--- config.mk ---
export PLATFORM = sky130hd
export DESIGN_NAME = mask_store
export DESIGN_NICKNAME = d
export VERILOG_FILES = /design/src/hdl/driver_pkg.sv /design/src/hdl/mask_store.sv
export VERILOG_INCLUDE_DIRS = /design/src /design/src/hdl
export SDC_FILE = /design/constraint.sdc
export NUM_CORES = 2
export LEC_CHECK = 0
export BUFFER_PORTS_ARGS = -buffer_cell sky130_fd_sc_hd__buf_2
export CAP_MARGIN = 20
export CORE_UTILIZATION = 30
export DETAILED_ROUTE_END_ITERATION = 16
export PLACE_DENSITY = 0.5
export SKIP_LAST_GASP = 1
export SLEW_MARGIN = 25
export SYNTH_ARGS = -nofsm -noshare
export SYNTH_HDL_FRONTEND = slang
export SYNTH_SLANG_ARGS = --single-unit
--- constraint.sdc ---
create_clock -name clk -period 2.8 [get_ports clk]
set_input_delay 0.56 -clock clk [delete_from_list [all_inputs] [get_ports clk]]
set_output_delay 0.56 -clock clk [all_outputs]
set_load 0.1 [all_outputs]
--- src/hdl/driver_config.svh ---
`ifndef DRIVER_CONFIG_SVH
`define DRIVER_CONFIG_SVH

// Memory and data widths
`define DRV_MEM_BW 128
`define DRV_ACT_W 8
`define DRV_MASK_W 16
`define DRV_MASKS_PER_HALF 8

// One bank per filter position
`define DRV_N_FX 2
`define DRV_N_FY 3

`define DRV_ADDR_W 14

// Lines 0 and 1 come in through loading
`define DRV_FETCH_START 2

`endif

--- src/hdl/driver_pkg.sv ---
`default_nettype none
`include "driver_config.svh"

package driver_pkg;

    typedef logic [`DRV_MEM_BW-1:0] line_t;
    typedef logic [`DRV_MASK_W-1:0] mask_t;
    typedef logic [`DRV_ACT_W-1:0] act_t;

    typedef logic [$clog2(`DRV_N_FX)-1:0] fx_t;
    typedef logic [$clog2(`DRV_N_FY)-1:0] fy_t;
    typedef logic [`DRV_ADDR_W-1:0] addr_t;

    // Ones count of a mask word, 0 to 16
    typedef logic [$clog2(`DRV_MASK_W+1)-1:0] cnt_t;
    // Bytes used from the lower line
    typedef logic [$clog2(`DRV_MEM_BW/`DRV_ACT_W)-1:0] keep_t;
    typedef logic [$clog2(`DRV_MEM_BW/`DRV_ACT_W+1)-1:0] shamt_t;

    typedef enum logic [2:0] {
        IDLE,
        SELECT,
        SHIFT,
        FETCH,
        SHIFT_REST
    } state_t;

endpackage

`default_nettype wire

--- src/hdl/mask_store.sv ---
`timescale 1ns/1ps
`default_nettype none
`include "driver_config.svh"

module mask_store (
    input  logic              clk,
    input  logic              arst_n_in,
    input  logic              load_en,
    input  logic              load_half,
    input  driver_pkg::fx_t   load_fx,
    input  driver_pkg::fy_t   load_fy,
    input  driver_pkg::line_t masks_in,
    input  driver_pkg::fx_t   sel_fx,
    input  driver_pkg::fy_t   sel_fy,
    input  logic              pop_mask,
    output driver_pkg::mask_t head_mask
);
    import driver_pkg::*;

    localparam int HALF = `DRV_MASKS_PER_HALF;
    localparam int DEPTH = 2 * HALF;

    mask_t queue [`DRV_N_FX][`DRV_N_FY][DEPTH];
    mask_t in_words [HALF];

    // First word in the top bits of the line
    always_comb begin
        for (int i = 0; i < HALF; i++) begin
            in_words[i] = masks_in[`DRV_MEM_BW-1-i*`DRV_MASK_W -: `DRV_MASK_W];
        end
    end

    always_ff @(posedge clk or negedge arst_n_in) begin
        if (!arst_n_in) begin
            for (int x = 0; x < `DRV_N_FX; x++) begin
                for (int y = 0; y < `DRV_N_FY; y++) begin
                    for (int w = 0; w < DEPTH; w++) begin
                        queue[x][y][w] <= '0;
                    end
                end
            end
        end else if (load_en) begin
            for (int i = 0; i < HALF; i++) begin
                queue[load_fx][load_fy][(load_half ? HALF : 0) + i] <= in_words[i];
            end
        end else if (pop_mask) begin
            // Move toward the head, zero enters at the tail
            for (int w = 0; w < DEPTH - 1; w++) begin
                queue[sel_fx][sel_fy][w] <= queue[sel_fx][sel_fy][w+1];
            end
            queue[sel_fx][sel_fy][DEPTH-1] <= '0;
        end
    end

    assign head_mask = queue[sel_fx][sel_fy][0];

endmodule

`default_nettype wire

==> PnR_summary.wiki <==
{| class="wikitable"
! Metric !! Value
|-
| Detailed Routing Iterations Pass 1 || 6
|-
| Area of the core || 244000 µm²
|-
| Post-synth EDFFs || 0
|-
| Number of standard cells after synthesis || 6832
|-
| Data arrival time at the worst-slack endpoint || 2.20 ns
|-
| Registers with the highest flip-flop counts || queue: 1536 flops
|-
| Most flop-heavy register || queue
|-
| Sort of element at the end of the critical path || primary output
|-
| Total of flip-flops plus latches after synthesis || 1536
|-
| Highest-count cells in the layout ignoring fill and taps || sky130_fd_sc_hd__dfrtp_1, sky130_fd_sc_hd__a22oi_1, sky130_fd_sc_hd__o21ai_0, sky130_fd_sc_hd__mux2i_1, sky130_fd_sc_hd__buf_4
|-
| Portion of the clock cycle consumed by the worst path in the final layout || 0.985
|-
| Total die area || 248000 µm²
|-
| Largest register FFs || between 1500 and 2000
|-
| Layout cells sized above 1 || 0.181
|-
| IR Drop Worst-Case VDD || approximately 0.62 mV
|-
| Synth Area in Compound Gates || 0.315
|-
| Adder-cell share of the synthesized area || 0
|-
| CP max stage delay || around 0.56 ns
|-
| Largest net degree at the start of global routing || between 100 and 150
|-
| Initial antenna violation count || 45
|-
| Share of synthesized area spent on multiplexers || 0.0851
|-
| Placed cells || between 9000 and 10000
|-
| Final Hold Fails || 0
|-
| Pins Over Slew Limit || 0
|-
| Crit-path most repeated cell || sky130_fd_sc_hd__buf_12
|-
| Iteration-0 DRC count of the detailed router || approximately 8000
|-
| Number of inserted filler cells in the final layout || roughly 24000
|-
| Count of placed standard cells in the final layout, fillers left out || ~10000
|-
| Type of the tightest min-delay check || input port to register
|-
| Cell variety after synth || 49
|-
| Number of CTS-inserted buffers || approximately 170
|-
| Area growth, synth to finish || 19.6%
|-
| Max clock buf depth || 3
|-
| Clock period minus worst slack || between 2 and 3 ns
|-
| Sequential fraction of the synthesis area || 0.520
|-
| Total power divided by cell area || 783 nW/µm²
|-
| DR vias || 64800
|-
| Met2 layer usage reported by global route || 0.408
|-
| Global-route wire length before repair || around 480000 µm
|-
| Count of final setup violators || 0
|-
| Required @ worst endpoint || approximately 2.2 ns
|-
| Remaining routing DRC violations || 0
|-
| Async set or reset register ratio after synthesis || 1.00
|-
| Effective utilization at floorplan || 0.303
|-
| Half-perimeter wire length after detailed placement || 200000 µm
|-
| Combined area of the multi-input logic cells || 32200 µm²
|-
| Clk_skew || ~0.046 ns
|-
| CP Cell Sequence || buf_8 > nor2b_4 > buf_12 > a22oi_1 > o221ai_4 > buf_12
|-
| Power after layout || 69100 µW
|-
| Die Span X || about 500 µm
|-
| Slew Limit Headroom || 0.388
|-
| Post-Syn Area per Cell || between 10 and 15 µm²
|-
| Yosys warnings || 0
|-
| FMAX || approximately 360 MHz
|-
| Vert. Die Dim || around 500 µm
|-
| Result of the run || complete, no violations
|-
| Crit start category || input port
|-
| Sink Count || around 1500
|-
| Area of all sequential standard cells || 38400 µm²
|-
| Simple-gate area share of the yosys netlist || 0.0291
|-
| Primary flip-flop cell chosen by synthesis mapping || sky130_fd_sc_hd__dfrtp_1
|-
| Static Leakage || approximately 0.04 µW
|-
| Total congestion overflow after global routing || 0
|-
| Slack of the critical path || between 0.04 and 0.05 ns
|-
| Count of maximum capacitance violations || 0
|-
| Actual slew at the worst max-slew pin || 0.895 ns
|-
| Count of nets after finishing || around 7000
|-
| Top fanout value on the critical path || 29
|-
| Cell Area, Synth || between 70000 and 80000 µm²
|-
| Wire per inst || 32.4 µm
|-
| Nets in the synthesized netlist || 6971
|-
| Count of nets left with antenna violations after detail routing || 0
|-
| Unrepaired setup endpoints after global routing || false
|-
| Combined global-route utilization of all metal layers || 0.259
|-
| Category of the most critical setup path || input port to primary output
|-
| Ports || 155
|-
| Area share of xor/xnor cells in the synthesized design || 0
|-
| Clock transition at the register clock pins on the worst setup and hold paths after CTS || 0.06 ns
|-
| Via count normalized by instance count || about 6.3
|-
| Final wirelength || between 300000 and 400000 µm
|-
| CTS root buf || sky130_fd_sc_hd__clkbuf_16
|-
| Met1 usage in global routing || 0.359
|-
| Via count of the first global-routing pass || between 60000 and 70000
|-
| GRT busiest layer || met2
|-
| GR Util met3 || 0.0488
|-
| Library cell contributing the largest single delay on the critical path || sky130_fd_sc_hd__nor2b_4
|-
| H-tree depth reported by CTS || 4
|-
| Number of I/O port buffers || between 150 and 200
|-
| Worst slack after detailed placement || -0.240 ns
|-
| Row count || about 180
|-
| Last weighted congestion value of the routability-driven placer || 0.829
|-
| Leading cell type in the layout, fill and taps excluded || sky130_fd_sc_hd__dfrtp_1
|-
| Combinational family with the most area after synthesis || compound AO/OA/AOI/OAI gates
|-
| Insertion delay of the later-clocked pin in the worst-skew pair || ~0.85 ns
|-
| TritonCTS clock tree || done
|}
==> what timing repair did <==
item	4_1_cts	5_1_grt
hold endpoints to repair	28	0
endpoints found under the setup margin	1	3
gates resized for setup	1	2
hold buffers	1	0
setup buffers	0	0
==> path summary, 6_finish.rpt <==
| kind | start | to | slack, ns | depth (start not counted) |
|---|---|---|---|---|
| worst max-delay path | sel_fy[1] | head_mask[6] | 0.04 | 6 |
| worst min-delay path | masks_in[3] | queue[515] | 0.1 | 3 |
| worst max register to register | queue[214] | queue[742] | 1.02 | 3 |
| worst min register to register | queue[851] | queue[851] | 0.49 | 2 |
| max in group asynchronous | arst_n_in | queue[686] | 1.35 | 4 |
| min in group asynchronous | arst_n_in | queue[254] | 0.24 | 2 |
==> critical path: cells and delay by family <==
| kind | cells | cell delay [ns] |
|---|---|---|
| buffers and inverters | 3 | 0.61 |
| and+or+nand+nor | 1 | 0.56 |
| AOI/OAI and AO/OA | 2 | 0.36 |
==> layout make-up <==
cell class              instances  share of cell area
flip-flops and latches       1536               0.435
clock inverters                46             0.00786
clock buffers                 264              0.0583
diodes                         12            0.000340
repair buffers                695              0.0886
well taps                    3202              0.0454
inverters                       3            0.000156
multi-input cells            4460               0.364
==> power breakdown <==
group	total [µW]	switching [µW]	internal [µW]
Combinational	15100	8330	6790
Clock	23700	10100	13600
Sequential	30300	2940	27300
Total	69100	21300	47800
==> stage by stage <==
step | hold WS, ns | TNS, ns | util | instance area (µm²)
2_1_floorplan | 0.264 | 0 | - | 74100
3_3_place_gp | 0.470 | -2.07 | 0.338 | 82400
3_5_place_dp | 0.471 | -2.08 | 0.338 | 82400
4_1_cts | 0.0478 | 0 | 0.362 | 88300
5_1_grt | 0.0937 | 0 | 0.362 | 88300
6_report | 0.0986 | 0 | 0.362 | 88300
==> routing by layer <==
layer / share of wire / routed length [µm]
met1: 0.43 / 143000
met2: 0.46 / 152000
met3: 0.081 / 26800
met4: 0.029 / 9760
met5: 0.00067 / 222
==> cell usage after synthesis, types with 3 or more instances <==
cell type | count | share of area
sky130_fd_sc_hd__a2111oi_0 | 18 | 0.0021
sky130_fd_sc_hd__a211o_1 | 37 | 0.0044
sky130_fd_sc_hd__a211oi_1 | 5 | 0.00051
sky130_fd_sc_hd__a211oi_2 | 14 | 0.0024
sky130_fd_sc_hd__a21o_1 | 149 | 0.015
sky130_fd_sc_hd__a21oi_1 | 198 | 0.013
sky130_fd_sc_hd__a221o_1 | 94 | 0.013
sky130_fd_sc_hd__a22o_1 | 231 | 0.027
sky130_fd_sc_hd__a22oi_1 | 1291 | 0.13
sky130_fd_sc_hd__a31oi_1 | 7 | 0.00059
sky130_fd_sc_hd__and2_1 | 25 | 0.0021
sky130_fd_sc_hd__and3b_1 | 3 | 0.00036
sky130_fd_sc_hd__buf_1 | 40 | 0.0020
sky130_fd_sc_hd__buf_2 | 259 | 0.018
sky130_fd_sc_hd__buf_4 | 57 | 0.0058
sky130_fd_sc_hd__buf_6 | 6 | 0.00091
sky130_fd_sc_hd__clkbuf_1 | 469 | 0.024
sky130_fd_sc_hd__dfrtp_1 | 1536 | 0.52
sky130_fd_sc_hd__inv_1 | 3 | 0.00015
sky130_fd_sc_hd__mux2_2 | 224 | 0.034
sky130_fd_sc_hd__mux2i_1 | 374 | 0.051
sky130_fd_sc_hd__nand2_1 | 170 | 0.0086
sky130_fd_sc_hd__nand2b_1 | 4 | 0.00034
sky130_fd_sc_hd__nor2_1 | 31 | 0.0016
sky130_fd_sc_hd__nor2b_1 | 44 | 0.0037
sky130_fd_sc_hd__nor3_1 | 3 | 0.00020
sky130_fd_sc_hd__nor4bb_1 | 74 | 0.010
sky130_fd_sc_hd__o211a_1 | 21 | 0.0028
sky130_fd_sc_hd__o21ai_0 | 1209 | 0.082
sky130_fd_sc_hd__o221ai_1 | 5 | 0.00059
sky130_fd_sc_hd__o22ai_1 | 174 | 0.015
sky130_fd_sc_hd__o2bb2ai_1 | 16 | 0.0019
sky130_fd_sc_hd__o41ai_1 | 19 | 0.0023
==> cell families after synthesis <==
logic type / count (synthesis)
buffers and inverters: 836
AOI/OAI and AO/OA: 3494
DFF: 1536
muxes: 599
and+or+nand+nor: 367
(Power assumes the default switching activity.)
