[src/hdl/driver_config.svh]
`ifndef DRIVER_CONFIG_SVH
`define DRIVER_CONFIG_SVH

// Memory and data widths
`define DRV_MEM_BW 128
`define DRV_ACT_W 8
`define DRV_MASK_W 16
`define DRV_MASKS_PER_HALF 8

// One bank per filter position
`define DRV_N_FX 2
`define DRV_N_FY 3

`define DRV_ADDR_W 14

// Lines 0 and 1 come in through loading
`define DRV_FETCH_START 2

`endif

[src/hdl/driver_pkg.sv]
`default_nettype none
`include "driver_config.svh"

package driver_pkg;

    typedef logic [`DRV_MEM_BW-1:0] line_t;
    typedef logic [`DRV_MASK_W-1:0] mask_t;
    typedef logic [`DRV_ACT_W-1:0] act_t;

    typedef logic [$clog2(`DRV_N_FX)-1:0] fx_t;
    typedef logic [$clog2(`DRV_N_FY)-1:0] fy_t;
    typedef logic [`DRV_ADDR_W-1:0] addr_t;

    // Ones count of a mask word, 0 to 16
    typedef logic [$clog2(`DRV_MASK_W+1)-1:0] cnt_t;
    // Bytes used from the lower line
    typedef logic [$clog2(`DRV_MEM_BW/`DRV_ACT_W)-1:0] keep_t;
    typedef logic [$clog2(`DRV_MEM_BW/`DRV_ACT_W+1)-1:0] shamt_t;

    typedef enum logic [2:0] {
        IDLE,
        SELECT,
        SHIFT,
        FETCH,
        SHIFT_REST
    } state_t;

endpackage

`default_nettype wire

[src/hdl/driver_ctrl.sv]
`timescale 1ns/1ps
`default_nettype none
`include "driver_config.svh"

module driver_ctrl (
    input  logic               clk,
    input  logic               arst_n_in,
    input  logic               start,
    input  logic               clear_counters,
    input  driver_pkg::fx_t    fx,
    input  driver_pkg::fy_t    fy,
    input  driver_pkg::addr_t  base_addr,
    input  driver_pkg::cnt_t   ones_cnt,
    output driver_pkg::fx_t    sel_fx,
    output driver_pkg::fy_t    sel_fy,
    output logic               capture,
    output logic               pop_mask,
    output logic               shift_en,
    output logic               refill,
    output logic               ready,
    output logic               fetch_req,
    output driver_pkg::shamt_t shift_amt,
    output driver_pkg::addr_t  fetch_addr
);
    import driver_pkg::*;

    localparam int LB = `DRV_MEM_BW / `DRV_ACT_W;

    state_t state;
    state_t state_nx;
    addr_t  base_q;
    cnt_t   rest_q;
    keep_t  keep [`DRV_N_FX][`DRV_N_FY];
    addr_t  fetch_cnt [`DRV_N_FX][`DRV_N_FY];
    keep_t  keep_sel;
    shamt_t room;
    shamt_t keep_sum;
    logic   fetch_need;

    // Bytes left in the lower line of the selected bank
    assign keep_sel = keep[sel_fx][sel_fy];
    assign room = shamt_t'(LB) - shamt_t'(keep_sel);
    assign fetch_need = (ones_cnt != '0) && (ones_cnt >= room);
    assign keep_sum = shamt_t'(keep_sel) + shift_amt;
    assign fetch_addr = base_q + fetch_cnt[sel_fx][sel_fy];

    always_comb begin
        state_nx = state;
        capture = 1'b0;
        pop_mask = 1'b0;
        shift_en = 1'b0;
        shift_amt = '0;
        refill = 1'b0;
        ready = 1'b0;
        fetch_req = 1'b0;
        case (state)
            IDLE: begin
                if (start) begin
                    state_nx = SELECT;
                end
            end
            SELECT: begin
                capture = 1'b1;
                state_nx = SHIFT;
            end
            SHIFT: begin
                ready = 1'b1;
                pop_mask = 1'b1;
                shift_en = (ones_cnt != '0);
                // Stop at the line end when the step crosses it
                shift_amt = fetch_need ? room : shamt_t'(ones_cnt);
                fetch_req = fetch_need;
                state_nx = fetch_need ? FETCH : IDLE;
            end
            FETCH: begin
                refill = 1'b1;
                state_nx = (rest_q != '0) ? SHIFT_REST : IDLE;
            end
            SHIFT_REST: begin
                shift_en = 1'b1;
                shift_amt = shamt_t'(rest_q);
                state_nx = IDLE;
            end
            default: begin
                state_nx = IDLE;
            end
        endcase
    end

    always_ff @(posedge clk or negedge arst_n_in) begin
        if (!arst_n_in) begin
            state <= IDLE;
            sel_fx <= '0;
            sel_fy <= '0;
            base_q <= '0;
            rest_q <= '0;
        end else begin
            state <= state_nx;
            if (state == IDLE && start) begin
                sel_fx <= fx;
                sel_fy <= fy;
                base_q <= base_addr;
            end
            if (state == SHIFT && fetch_need) begin
                rest_q <= ones_cnt - cnt_t'(room);
            end
        end
    end

    // Per-bank consumption and fetch counters
    always_ff @(posedge clk or negedge arst_n_in) begin
        if (!arst_n_in) begin
            for (int x = 0; x < `DRV_N_FX; x++) begin
                for (int y = 0; y < `DRV_N_FY; y++) begin
                    keep[x][y] <= '0;
                    fetch_cnt[x][y] <= addr_t'(`DRV_FETCH_START);
                end
            end
        end else if (state == IDLE && clear_counters) begin
            for (int x = 0; x < `DRV_N_FX; x++) begin
                for (int y = 0; y < `DRV_N_FY; y++) begin
                    keep[x][y] <= '0;
                    fetch_cnt[x][y] <= addr_t'(`DRV_FETCH_START);
                end
            end
        end else if (shift_en) begin
            keep[sel_fx][sel_fy] <= keep_t'(keep_sum);
            // Lower line used up, next fetch reads the following line
            if (keep_sum >= shamt_t'(LB)) begin
                fetch_cnt[sel_fx][sel_fy] <= fetch_cnt[sel_fx][sel_fy] + 1'b1;
            end
        end
    end

endmodule

`default_nettype wire

[config.mk]
export PLATFORM = sky130hd
export DESIGN_NAME = driver_ctrl
export DESIGN_NICKNAME = d
export VERILOG_FILES = /design/src/hdl/driver_pkg.sv /design/src/hdl/driver_ctrl.sv
export VERILOG_INCLUDE_DIRS = /design/src /design/src/hdl
export SDC_FILE = /design/constraint.sdc
export NUM_CORES = 1
export LEC_CHECK = 0
export CORE_ASPECT_RATIO = 1.75
export CORE_MARGIN = 10
export CORE_UTILIZATION = 44
export CTS_BUF_LIST = sky130_fd_sc_hd__clkbuf_8
export DETAILED_ROUTE_END_ITERATION = 10
export DONT_BUFFER_PORTS = 1
export PLACE_DENSITY_LB_ADDON = 0.12
export SYNTH_ARGS = -nofsm -noshare
export SYNTH_HDL_FRONTEND = slang
export SYNTH_SLANG_ARGS = --single-unit
[constraint.sdc]
create_clock -name clk -period 12.65 [get_ports clk]
set_input_delay 2.53 -clock clk [delete_from_list [all_inputs] [get_ports clk]]
set_output_delay 2.53 -clock clk [all_outputs]
set_load 0.005 [all_outputs]
==> results.tsv, run 1 <==
stage	metric	value	unit
outcome	status	finished clean	
yosys	Avg Cell Area, Syn	10.23	sq um
critical_path	cells along the critical path	buf_4 > nor2_1 > nand2_1 > o21ai_0 > a21oi_1 > ha_1 > inv_1 > a2111oi_4 > inv_1 > ha_1 > nand2_1 > o21ai_0 > nand2_1 > nor2_1 > a21oi_1 > o21ai_0	
yosys	ys async rst share	100.0	%
min_path	Hold Crit Class	reg2reg	
yosys	Synth cell types	61	
clocking	Max clock buf depth	2	
pwr	total power	1751	uW
global_route	Congestion Overflow GR	0	
min_path	hold_sp	rest_q[1]	
critical_path	family with the most delay on the worst path	compound AO/OA/AOI/OAI gates	
floorplanning	FP Rows	64	
finish	Antenna Diode Count	0	
floorplanning	initial core utilization	44.70	%
floorplanning	die height	196.2	um
clocking	post-cts sizing count	0	
critical_path	CP endpoint kind	output port	
global_route	global-route wire length before repair	33240	um
yosys	Syn Inst Count	763	
yosys	Post-synth EDFFs	0	
global_route	Total GRT Usage	17.92	%
pwr	static leakage	0.003863	uW
timing	fmax	134.1	MHz
timing	clock skew	0.01242	ns
routing	Post-DRT Antenna Nets	0	
clocking	H-Tree Depth	4	
yosys	Post-Syn Area	0.007802	sq mm
routing	Initial DRC Count	311	
timing	minimum clock period	7.459	ns
clocking	cts bufs inserted	17	
yosys	YS warnings	0	
critical_path	Critical R2R Launch	sel_fy[1]	
routing	final WL	20790	um
yosys	top_reg_cell synth	dfrtp_1	
min_path	Hold Path Sink	rest_q[1]	
timing	Final period util	58.97	%
pwr	Sw Ratio	41.90	%
placement	Final GP Congestion	0.8606	
pwr	Internal Power	1018	uW
routing	Vias/cell	5.731	
pwr	Max IR drop VDD	150.7	uV
timing	max-slew violation count	0	
routing	DRT Pass-1 Iters	5	
pwr	Psw	733.9	uW
yosys	Seq/Total Area, Yosys	42.75	%
global_route	initial antenna violation count	0	
yosys	flops & latches, synth	133	
global_route	maximum number of pins on one net before global-route repair	134	
floorplanning	die width	120.7	um
critical_path	Worst R2R Setup Slack	5.75	ns
clocking	post-CTS setup buffers	0	
routing	total number of vias	5702	
timing	hold_ws	0.5094	ns
clocking	worst skew pair latency	0.47	ns
clocking	CTS Hold Bufs	0	
pwr	Reg power frac	31.7	%
critical_path	Worst path slowest cell	dfrtp_1	
run	maxcap violations	0	
critical_path	Worst EP arrival	4.93	ns
critical_path	Worst R2R End	fetch_cnt[58]	
finish	NumNets Final	804	
critical_path	crit-path max cell delay	0.87	ns
critical_path	Critical Path Fanout Max	23	
critical_path	WS Path Type	reg2out	
critical_path	worst path buffer plus inverter count	3	
yosys	syn_nets	816	
timing	Final TNS setup	0	ns
floorplanning	io pins	54	
critical_path	crit start category	flop	
min_path	hold path cells	2	
global_route	vias in the first global route	5983	
clocking	TritonCTS Sinks	133	
timing	worst rel slew slack	18.42	%
routing	DRC viols	0	
placement	port buffer count	0	
placement	Final HPWL DP	14540	um
pwr	clock power share	23.0	%
timing	Hold Fails Final Rpt	0	
timing	actual slew at the worst max-slew pin	1.224	ns
clocking	Worst-path clk slew	0.08	ns
finish	layout cells sized above 1	11.52	%
critical_path	WP data required	10.12	ns
timing	setup repair after global routing missed its margin	no	
clocking	CTS tree	done	
floorplanning	die area	0.02367	sq mm
critical_path	Reg2Reg Depth	23	
pwr	part of the power in combinational logic	45.3	%
clocking	clk root buf	clkbuf_8	
pwr	P per Cell Area	209.1	mW/mm^2
floorplanning	CORE AREA	0.01746	sq mm
routing	wire per inst	20.90	um
timing	final setup vio count	0	
finish	Area Growth Syn to Fin	7.360	%
==> per-layer routing <==
metal  GRT usage, %  vias up  part of all wire (%)
met5              0        -                     0
li1               -     2682                     -
met2          30.66      160                    52
met3          4.600       37                   5.1
met4          7.630        0                   2.8
met1          20.54     2823                    40
==> cell usage in the layout, fill, tap and decap left out, drive strengths merged, types with 3 or more instances in the layout <==
cell type and n:
bufinv 4, and3 7, nand3 12, a211oi 13, nand2 102, xor2 6, a21o 8, nand2b 6
o2bb2ai 8, mux2 29, xnor2 25, o21a 4, a221oi 3, fa 3, clkinv 3, a21boi 3
nor3 13, a32o 9, a22oi 3, nor2b 12, and2 3, nor2 56, dfstp 6, nor3b 4
mux2i 107, dfrtp 127, buf 9, nor4 5, inv 30, nand4 3, clkbuf 21, o21ai 28
mux4 5, ha 24, a21oi 34
==> worst min-delay path, stage by stage, from the launching register on <==
cell,delay (ns)
dfrtp_1,0.36
nand2_1,0.06
nand2_1,0.06
==> per-stage QoR <==
| stage | worst slack, ns | utilization, % | cells | instance area [sq um] |
|---|---|---|---|---|
| after floorplan | 6.032 | - | 763 | 7802 |
| after global placement | 5.775 | 45.43 | 963 | 7930 |
| after detailed placement | 5.657 | 45.43 | 963 | 7930 |
| after CTS | 5.147 | 47.99 | 995 | 8377 |
| after global routing | 4.737 | 47.99 | 995 | 8377 |
| final | 5.191 | 47.99 | 995 | 8377 |
==> cell families (layout without fill, tap and decap cells) <==
logic type	count (synthesis)	in the layout	synth area share, %
buf+inv	68	69	4.330
mux	141	141	19.36
simple gates	230	230	13.10
compound gates	133	133	12.36
fa+ha+maj	27	27	4.618
xor+xnor	31	31	3.480
flops	133	133	42.75
==> flip-flops by register name, summed over array words and instances (netlist names) <==
register,flops
base_q,14
fetch_cnt,84
keep,24
rest_q,5
sel_fx,1
sel_fy,2
state,3
==> synthesized netlist by cell type, drive strengths merged, types with 6 or more instances <==
library cell	count	area, sq um
o21ai	28	173.9
dfrtp	127	3178
and3	7	43.79
inv	28	105.1
nand3	12	60.06
clkbuf	19	71.32
mux2i	107	1071
nor2	56	210.2
a211oi	13	97.59
nand2b	6	37.54
a21o	8	60.06
dfstp	6	157.7
a32o	9	90.09
xor2	6	52.55
mux2	29	326.6
ha	24	300.3
nand2	102	382.9
buf	21	161.4
nor2b	12	75.07
o2bb2ai	8	70.07
a21oi	34	170.2
nor3	13	65.06
xnor2	25	219.0
==> area by class of cell <==
type	count	area, sq um
clock buffers	21	289.0
repair buffers	9	67.56
fillers	1726	9080
clock inverters	11	157.7
multi-input cells	562	4131
flip-flops and latches	133	3337
well taps	231	289.0
inverters	28	105.1
==> worst max path at each step <==
| stage | from | endpoint | slack, ns | cells after the start |
|---|---|---|---|---|
| 3_5_place_dp | sel_fy[1] | shift_amt[1] | 5.66 | 16 |
| 6_report | sel_fy[1] | shift_amt[1] | 5.19 | 16 |
| 4_1_cts | sel_fy[1] | shift_amt[1] | 5.15 | 16 |
| 2_1_floorplan | ones_cnt[2] | shift_amt[1] | 6.03 | 8 |
| 5_1_grt | sel_fy[1] | shift_amt[1] | 4.74 | 16 |
| 3_3_place_gp | sel_fy[1] | shift_amt[1] | 5.78 | 16 |
==> power groups by stage <==
stage / Clock, uW / Combinational (uW) / Sequential, uW
floorplan: 0 / 629 / 532
global placement: 0 / 774 / 563
detailed placement: 0 / 793 / 564
CTS: 413 / 796 / 556
global route: 426 / 872 / 567
finish: 403 / 793 / 556
No activity file was read; power rests on OpenSTA's default activity.
==> run 2, diff against run 1 <==
clock period = 6.8 ns   (was 12.65 ns; I/O delays follow)
==> results.tsv, run 2 (synthesis gave the netlist of run 1 again) <==
stage	metric	value	unit
placement	port buffer count	0	
timing	clock skew	0.01137	ns
timing	fmax	163.2	MHz
routing	DRT Pass-1 Iters	4	
routing	total number of vias	5743	
clocking	cts bufs inserted	17	
global_route	initial antenna violation count	0	
routing	DRC viols	0	
finish	layout cells sized above 1	13.22	%
critical_path	CP endpoint kind	flop	
critical_path	Worst R2R End	fetch_cnt[24]	
pwr	Max IR drop VDD	236.9	uV
routing	Initial DRC Count	277	
global_route	Congestion Overflow GR	0	
critical_path	Reg2Reg Depth	21	
finish	max reg flops	84	
clocking	post-cts sizing count	0	
finish	Area Growth Syn to Fin	8.178	%
critical_path	WP data required	7.16	ns
timing	Hold Fails Final Rpt	0	
clocking	H-Tree Depth	4	
floorplanning	die area	0.02367	sq mm
global_route	global-route wire length before repair	33430	um
routing	final WL	20400	um
clocking	clk root buf	clkbuf_8	
finish	Antenna Diode Count	0	
pwr	static leakage	0.003899	uW
finish	most flop-heavy register	fetch_cnt	
clocking	Worst-path clk slew	0.07	ns
timing	hold_ws	0.5175	ns
global_route	vias in the first global route	6215	
floorplanning	io pins	54	
timing	setup repair after global routing missed its margin	no	
pwr	total power	3191	uW
placement	Final GP Congestion	0.8483	
placement	Final HPWL DP	14420	um
finish	Finished Cell Area	0.008441	sq mm
global_route	Total GRT Usage	17.84	%
timing	actual slew at the worst max-slew pin	1.129	ns
clocking	Max clock buf depth	2	
min_path	hold path cells	2	
timing	minimum clock period	6.126	ns
timing	max-slew violation count	0	
floorplanning	CORE AREA	0.01746	sq mm
min_path	Hold Crit Class	reg2reg	
global_route	maximum number of pins on one net before global-route repair	134	
finish	Final Util	48.35	%
critical_path	Critical Path Fanout Max	23	
critical_path	WS Path Type	reg2reg	
pwr	P per Cell Area	378.1	mW/mm^2
floorplanning	die height	196.2	um
routing	Post-DRT Antenna Nets	0	
timing	worst rel slew slack	24.73	%
critical_path	Critical R2R Launch	sel_fx	
finish	Fill cells	1731	
floorplanning	die width	120.7	um
finish	area of the multi-input gates	0.004131	sq mm
floorplanning	FP Rows	64	
min_path	hold_sp	fetch_cnt[19]	
finish	commonest non-fill, non-tap cells in the layout	dfrtp_1, mux2i_1, nand2_1	
finish	Largest regs	fetch_cnt x84, keep x24, base_q x14	
timing	final setup vio count	0	
clocking	CTS tree	done	
critical_path	Worst R2R Setup Slack	0.67	ns
critical_path	crit start category	flop	
clocking	TritonCTS Sinks	133	
run	maxcap violations	0	
outcome	status	finished clean	
timing	Final TNS setup	0	ns
min_path	Hold Path Sink	fetch_cnt[19]	
routing	wire per inst	20.20	um
clocking	worst skew pair latency	0.45	ns
finish	register area	0.003337	sq mm
clocking	CTS Hold Bufs	0	
placement	placed inst area	0.008055	sq mm
clocking	post-CTS setup buffers	0	
floorplanning	initial core utilization	44.70	%
routing	Vias/cell	5.686	
timing	Final period util	90.09	%
finish	most common cell after layout, fill and taps aside	dfrtp_1	
finish	NumNets Final	819	
critical_path	Worst EP arrival	6.49	ns
-- run 2: changes by cell type in the layout (fill, tap and decap cells not counted), sizes merged --
| cell | previous run | this run |
|---|---|---|
| inv | 30 | 31 |
| buf | 9 | 24 |
| clkinv | 3 | 4 |
| clkinvlp | 2 | 5 |
| bufinv | 4 | 2 |
| clkbuf | 21 | 18 |
-- run 2: power breakdown --
part,switching (uW),internal (uW),total (uW)
Sequential,128,917,1050
Clock,323,331,654
Combinational,924,568,1490
Total,1370,1820,3190
-- run 2: critical path, cell delays in order, from the launching register on --
cell and delay, ns:
dfrtp_2 0.68, mux4_2 0.56, a21oi_1 0.39, ha_1 0.28
inv_1 0.07, a2111oi_4 0.23, inv_1 0.08, ha_1 0.33
nand2_1 0.08, o21ai_0 0.34, nand2_1 0.28, a21oi_1 0.20
o21ai_0 0.12, ha_1 0.24, fa_1 0.41, a21o_1 0.18
a21oi_1 0.36, and3_1 0.24, mux2i_1 0.15, a21boi_2 0.42
buf_12 0.20, mux2i_1 0.19
-- run 2: worst max path at each step --
stage / start / endpoint / slack, ns / cells past startpoint
after floorplan: sel_fx / fetch_cnt[20] / 1.02 / 26
after global placement: sel_fy[1] / fetch_cnt[46] / 0.92 / 23
after detailed placement: sel_fx / fetch_cnt[20] / 0.69 / 21
after CTS: sel_fy[0] / fetch_addr[13] / 0.67 / 12
after global routing: sel_fx / fetch_cnt[20] / 0.20 / 21
final: sel_fx / fetch_cnt[24] / 0.67 / 21
-- run 2: layout make-up --
cell class	count	share of cell area, %
Inverter	28	1.245
Tap cell	231	3.424
Timing Repair Buffer	24	2.283
Clock buffer	18	2.935
Clock inverter	14	1.631
Multi-Input combinational cell	562	48.95
Sequential cell	133	39.53
-- run 2: metrics by stage --
step,instances,setup WS (ns)
CTS,1010,0.6747
global route,1010,0.1950
detailed placement,978,0.6867
finish,1010,0.6737
floorplan,763,1.021
global placement,978,0.9217
-- run 2: routing by layer --
layer	global-route usage [%]	part of all wire, %
met1	20.00	41
met2	30.82	51
met3	4.715	4.5
met4	7.855	3.4
met5	0	0
==> run 3, diff against run 2 <==
CORE_UTILIZATION = 41   (was 44)
==> results.tsv, run 3 (synthesis gave the netlist of run 1 again) <==
stage	metric	value	unit
critical_path	Worst path slowest cell	dfrtp_1	
global_route	global-route wire length before repair	33320	um
outcome	status	finished clean	
routing	final WL	20590	um
critical_path	Reg2Reg Depth	22	
finish	most common cell after layout, fill and taps aside	dfrtp_1	
finish	Area Growth Syn to Fin	8.691	%
timing	minimum clock period	6.288	ns
floorplanning	FP Rows	66	
global_route	Total GRT Usage	16.36	%
placement	Cells after DPL	980	
pwr	static leakage	0.003911	uW
routing	Post-DRT Antenna Nets	0	
timing	hold_ws	0.5166	ns
clocking	clk root buf	clkbuf_8	
finish	Largest regs	fetch_cnt x84, keep x24, base_q x14	
routing	wl on met1	8227	um
routing	Top Layer Used	met4	
clocking	Max clock buf depth	2	
global_route	Congestion Overflow GR	0	
clocking	Worst-path clk slew	0.08	ns
finish	most flop-heavy register	fetch_cnt	
critical_path	Worst R2R End	fetch_cnt[58]	
min_path	hold path cells	2	
finish	NumNets Final	814	
finish	Final Util	45.44	%
run	maxcap violations	0	
timing	Hold Fails Final Rpt	0	
routing	wire per inst	20.34	um
routing	met3 wire len	970	um
timing	Final TNS setup	0	ns
floorplanning	io pins	54	
clocking	H-Tree Depth	4	
global_route	initial antenna violation count	0	
timing	actual slew at the worst max-slew pin	1.152	ns
min_path	Hold Path Sink	rest_q[1]	
floorplanning	initial core utilization	41.81	%
clocking	post-cts sizing count	0	
timing	setup repair after global routing missed its margin	no	
global_route	maximum number of pins on one net before global-route repair	134	
critical_path	WS Path Type	reg2reg	
floorplanning	die width	124.3	um
critical_path	CP endpoint kind	flop	
pwr	P per Cell Area	390.9	mW/mm^2
critical_path	cells along the critical path	buf_4 > nand2b_1 > nor2_1 > a21oi_1 > ha_1 > inv_1 > a2111oi_4 > inv_1 > ha_1 > nand2_1 > o21ai_0 > nand2_1 > a21oi_1 > o21ai_0 > ha_1 > fa_1 > a21o_1 > a21oi_1 > nor2_1 > mux2_2 > o21ai_4 > mux2i_1	
critical_path	WP data required	7.16	ns
clocking	TritonCTS Sinks	133	
finish	area of the multi-input gates	0.004131	sq mm
finish	max reg flops	84	
timing	final setup vio count	0	
timing	Final period util	92.46	%
finish	Fill cells	1852	
routing	DR WL met2	10830	um
critical_path	Critical R2R Launch	sel_fy[0]	
routing	Initial DRC Count	183	
finish	Finished Layout Cells	1012	
placement	Final GP Congestion	0.8696	
min_path	hold_sp	rest_q[1]	
critical_path	crit start category	flop	
finish	register area	0.003337	sq mm
pwr	Max IR drop VDD	263.2	uV
floorplanning	CORE AREA	0.01866	sq mm
finish	Finished Cell Area	0.008481	sq mm
routing	DRT Pass-1 Iters	5	
floorplanning	die height	202.5	um
global_route	vias in the first global route	6084	
placement	placed inst area	0.008014	sq mm
floorplanning	die area	0.02517	sq mm
finish	Antenna Diode Count	0	
routing	total number of vias	5716	
critical_path	Worst EP arrival	6.65	ns
critical_path	crit-path max cell delay	0.64	ns
clocking	CTS tree	done	
finish	commonest non-fill, non-tap cells in the layout	dfrtp_1, mux2i_1, nand2_1	
finish	layout cells sized above 1	12.66	%
clocking	cts bufs inserted	17	
routing	DRC viols	0	
clocking	worst skew pair latency	0.45	ns
placement	port buffer count	0	
critical_path	Worst R2R Setup Slack	0.51	ns
placement	Final HPWL DP	14620	um
timing	clock skew	0.01301	ns
timing	worst rel slew slack	23.18	%
timing	fmax	159.0	MHz
min_path	Hold Crit Class	reg2reg	
timing	max-slew violation count	0	
clocking	post-CTS setup buffers	0	
critical_path	Critical Path Fanout Max	14	
routing	Vias/cell	5.648	
clocking	CTS Hold Bufs	0	
run 3: cell types whose count changed in the layout (fill, tap and decap cells not counted):
| cell | change |
|---|---|
| clkbuf_8 | +1 |
| buf_12 | -1 |
| bufinv_16 | +3 |
| clkinv_2 | -3 |
| buf_4 | -4 |
| clkinvlp_4 | -1 |
run 3: per-layer routing:
| layer | up-vias | track usage, % |
|---|---|---|
| met5 | - | 0 |
| met2 | 139 | 28.91 |
| met1 | 2842 | 18.33 |
| li1 | 2700 | - |
| met3 | 35 | 3.730 |
| met4 | 0 | 7.101 |
run 3: area by class of cell:
type                       count  share of cell area (%)
tap                          238                   3.511
clock buffer                  19                   3.084
clock inverter                13                   2.420
multi-input combinational    562                   48.72
timing repair buffer          19                   1.682
inverter                      28                   1.239
sequential                   133                   39.35
run 3: critical path, delay by kind of cell, from the launching register on:
family          cells  cell delay [ns]
compound gates      8             2.42
fa+ha+maj           4             1.25
buf+inv             3             0.45
flops               1             0.64
mux                 2             0.63
simple gates        5             0.80
run 3: power breakdown:
group	total, uW	internal [uW]	switching [uW]	leakage [uW]
Clock	781	455	326	0.000227
Combinational	1500	561	940	0.00190
Sequential	1030	918	116	0.00179
run 3: worst max-delay path by stage:
stage / start / endpoint / depth (start not counted) / slack, ns
2_1_floorplan: sel_fx / fetch_cnt[20] / 26 / 1.02
5_1_grt: sel_fy[0] / fetch_cnt[58] / 22 / 0.04
3_5_place_dp: sel_fy[0] / fetch_cnt[54] / 22 / 0.56
4_1_cts: sel_fx / fetch_addr[13] / 12 / 0.49
3_3_place_gp: sel_fy[0] / fetch_cnt[58] / 22 / 0.72
6_report: sel_fy[0] / fetch_cnt[58] / 22 / 0.51
run 3: per-stage QoR:
step | setup WS (ns) | total power [uW]
after floorplan | 1.021 | 2159
after global placement | 0.7191 | 2525
after detailed placement | 0.5641 | 2563
after CTS | 0.4933 | 3354
after global routing | 0.03639 | 3553
final | 0.5124 | 3315
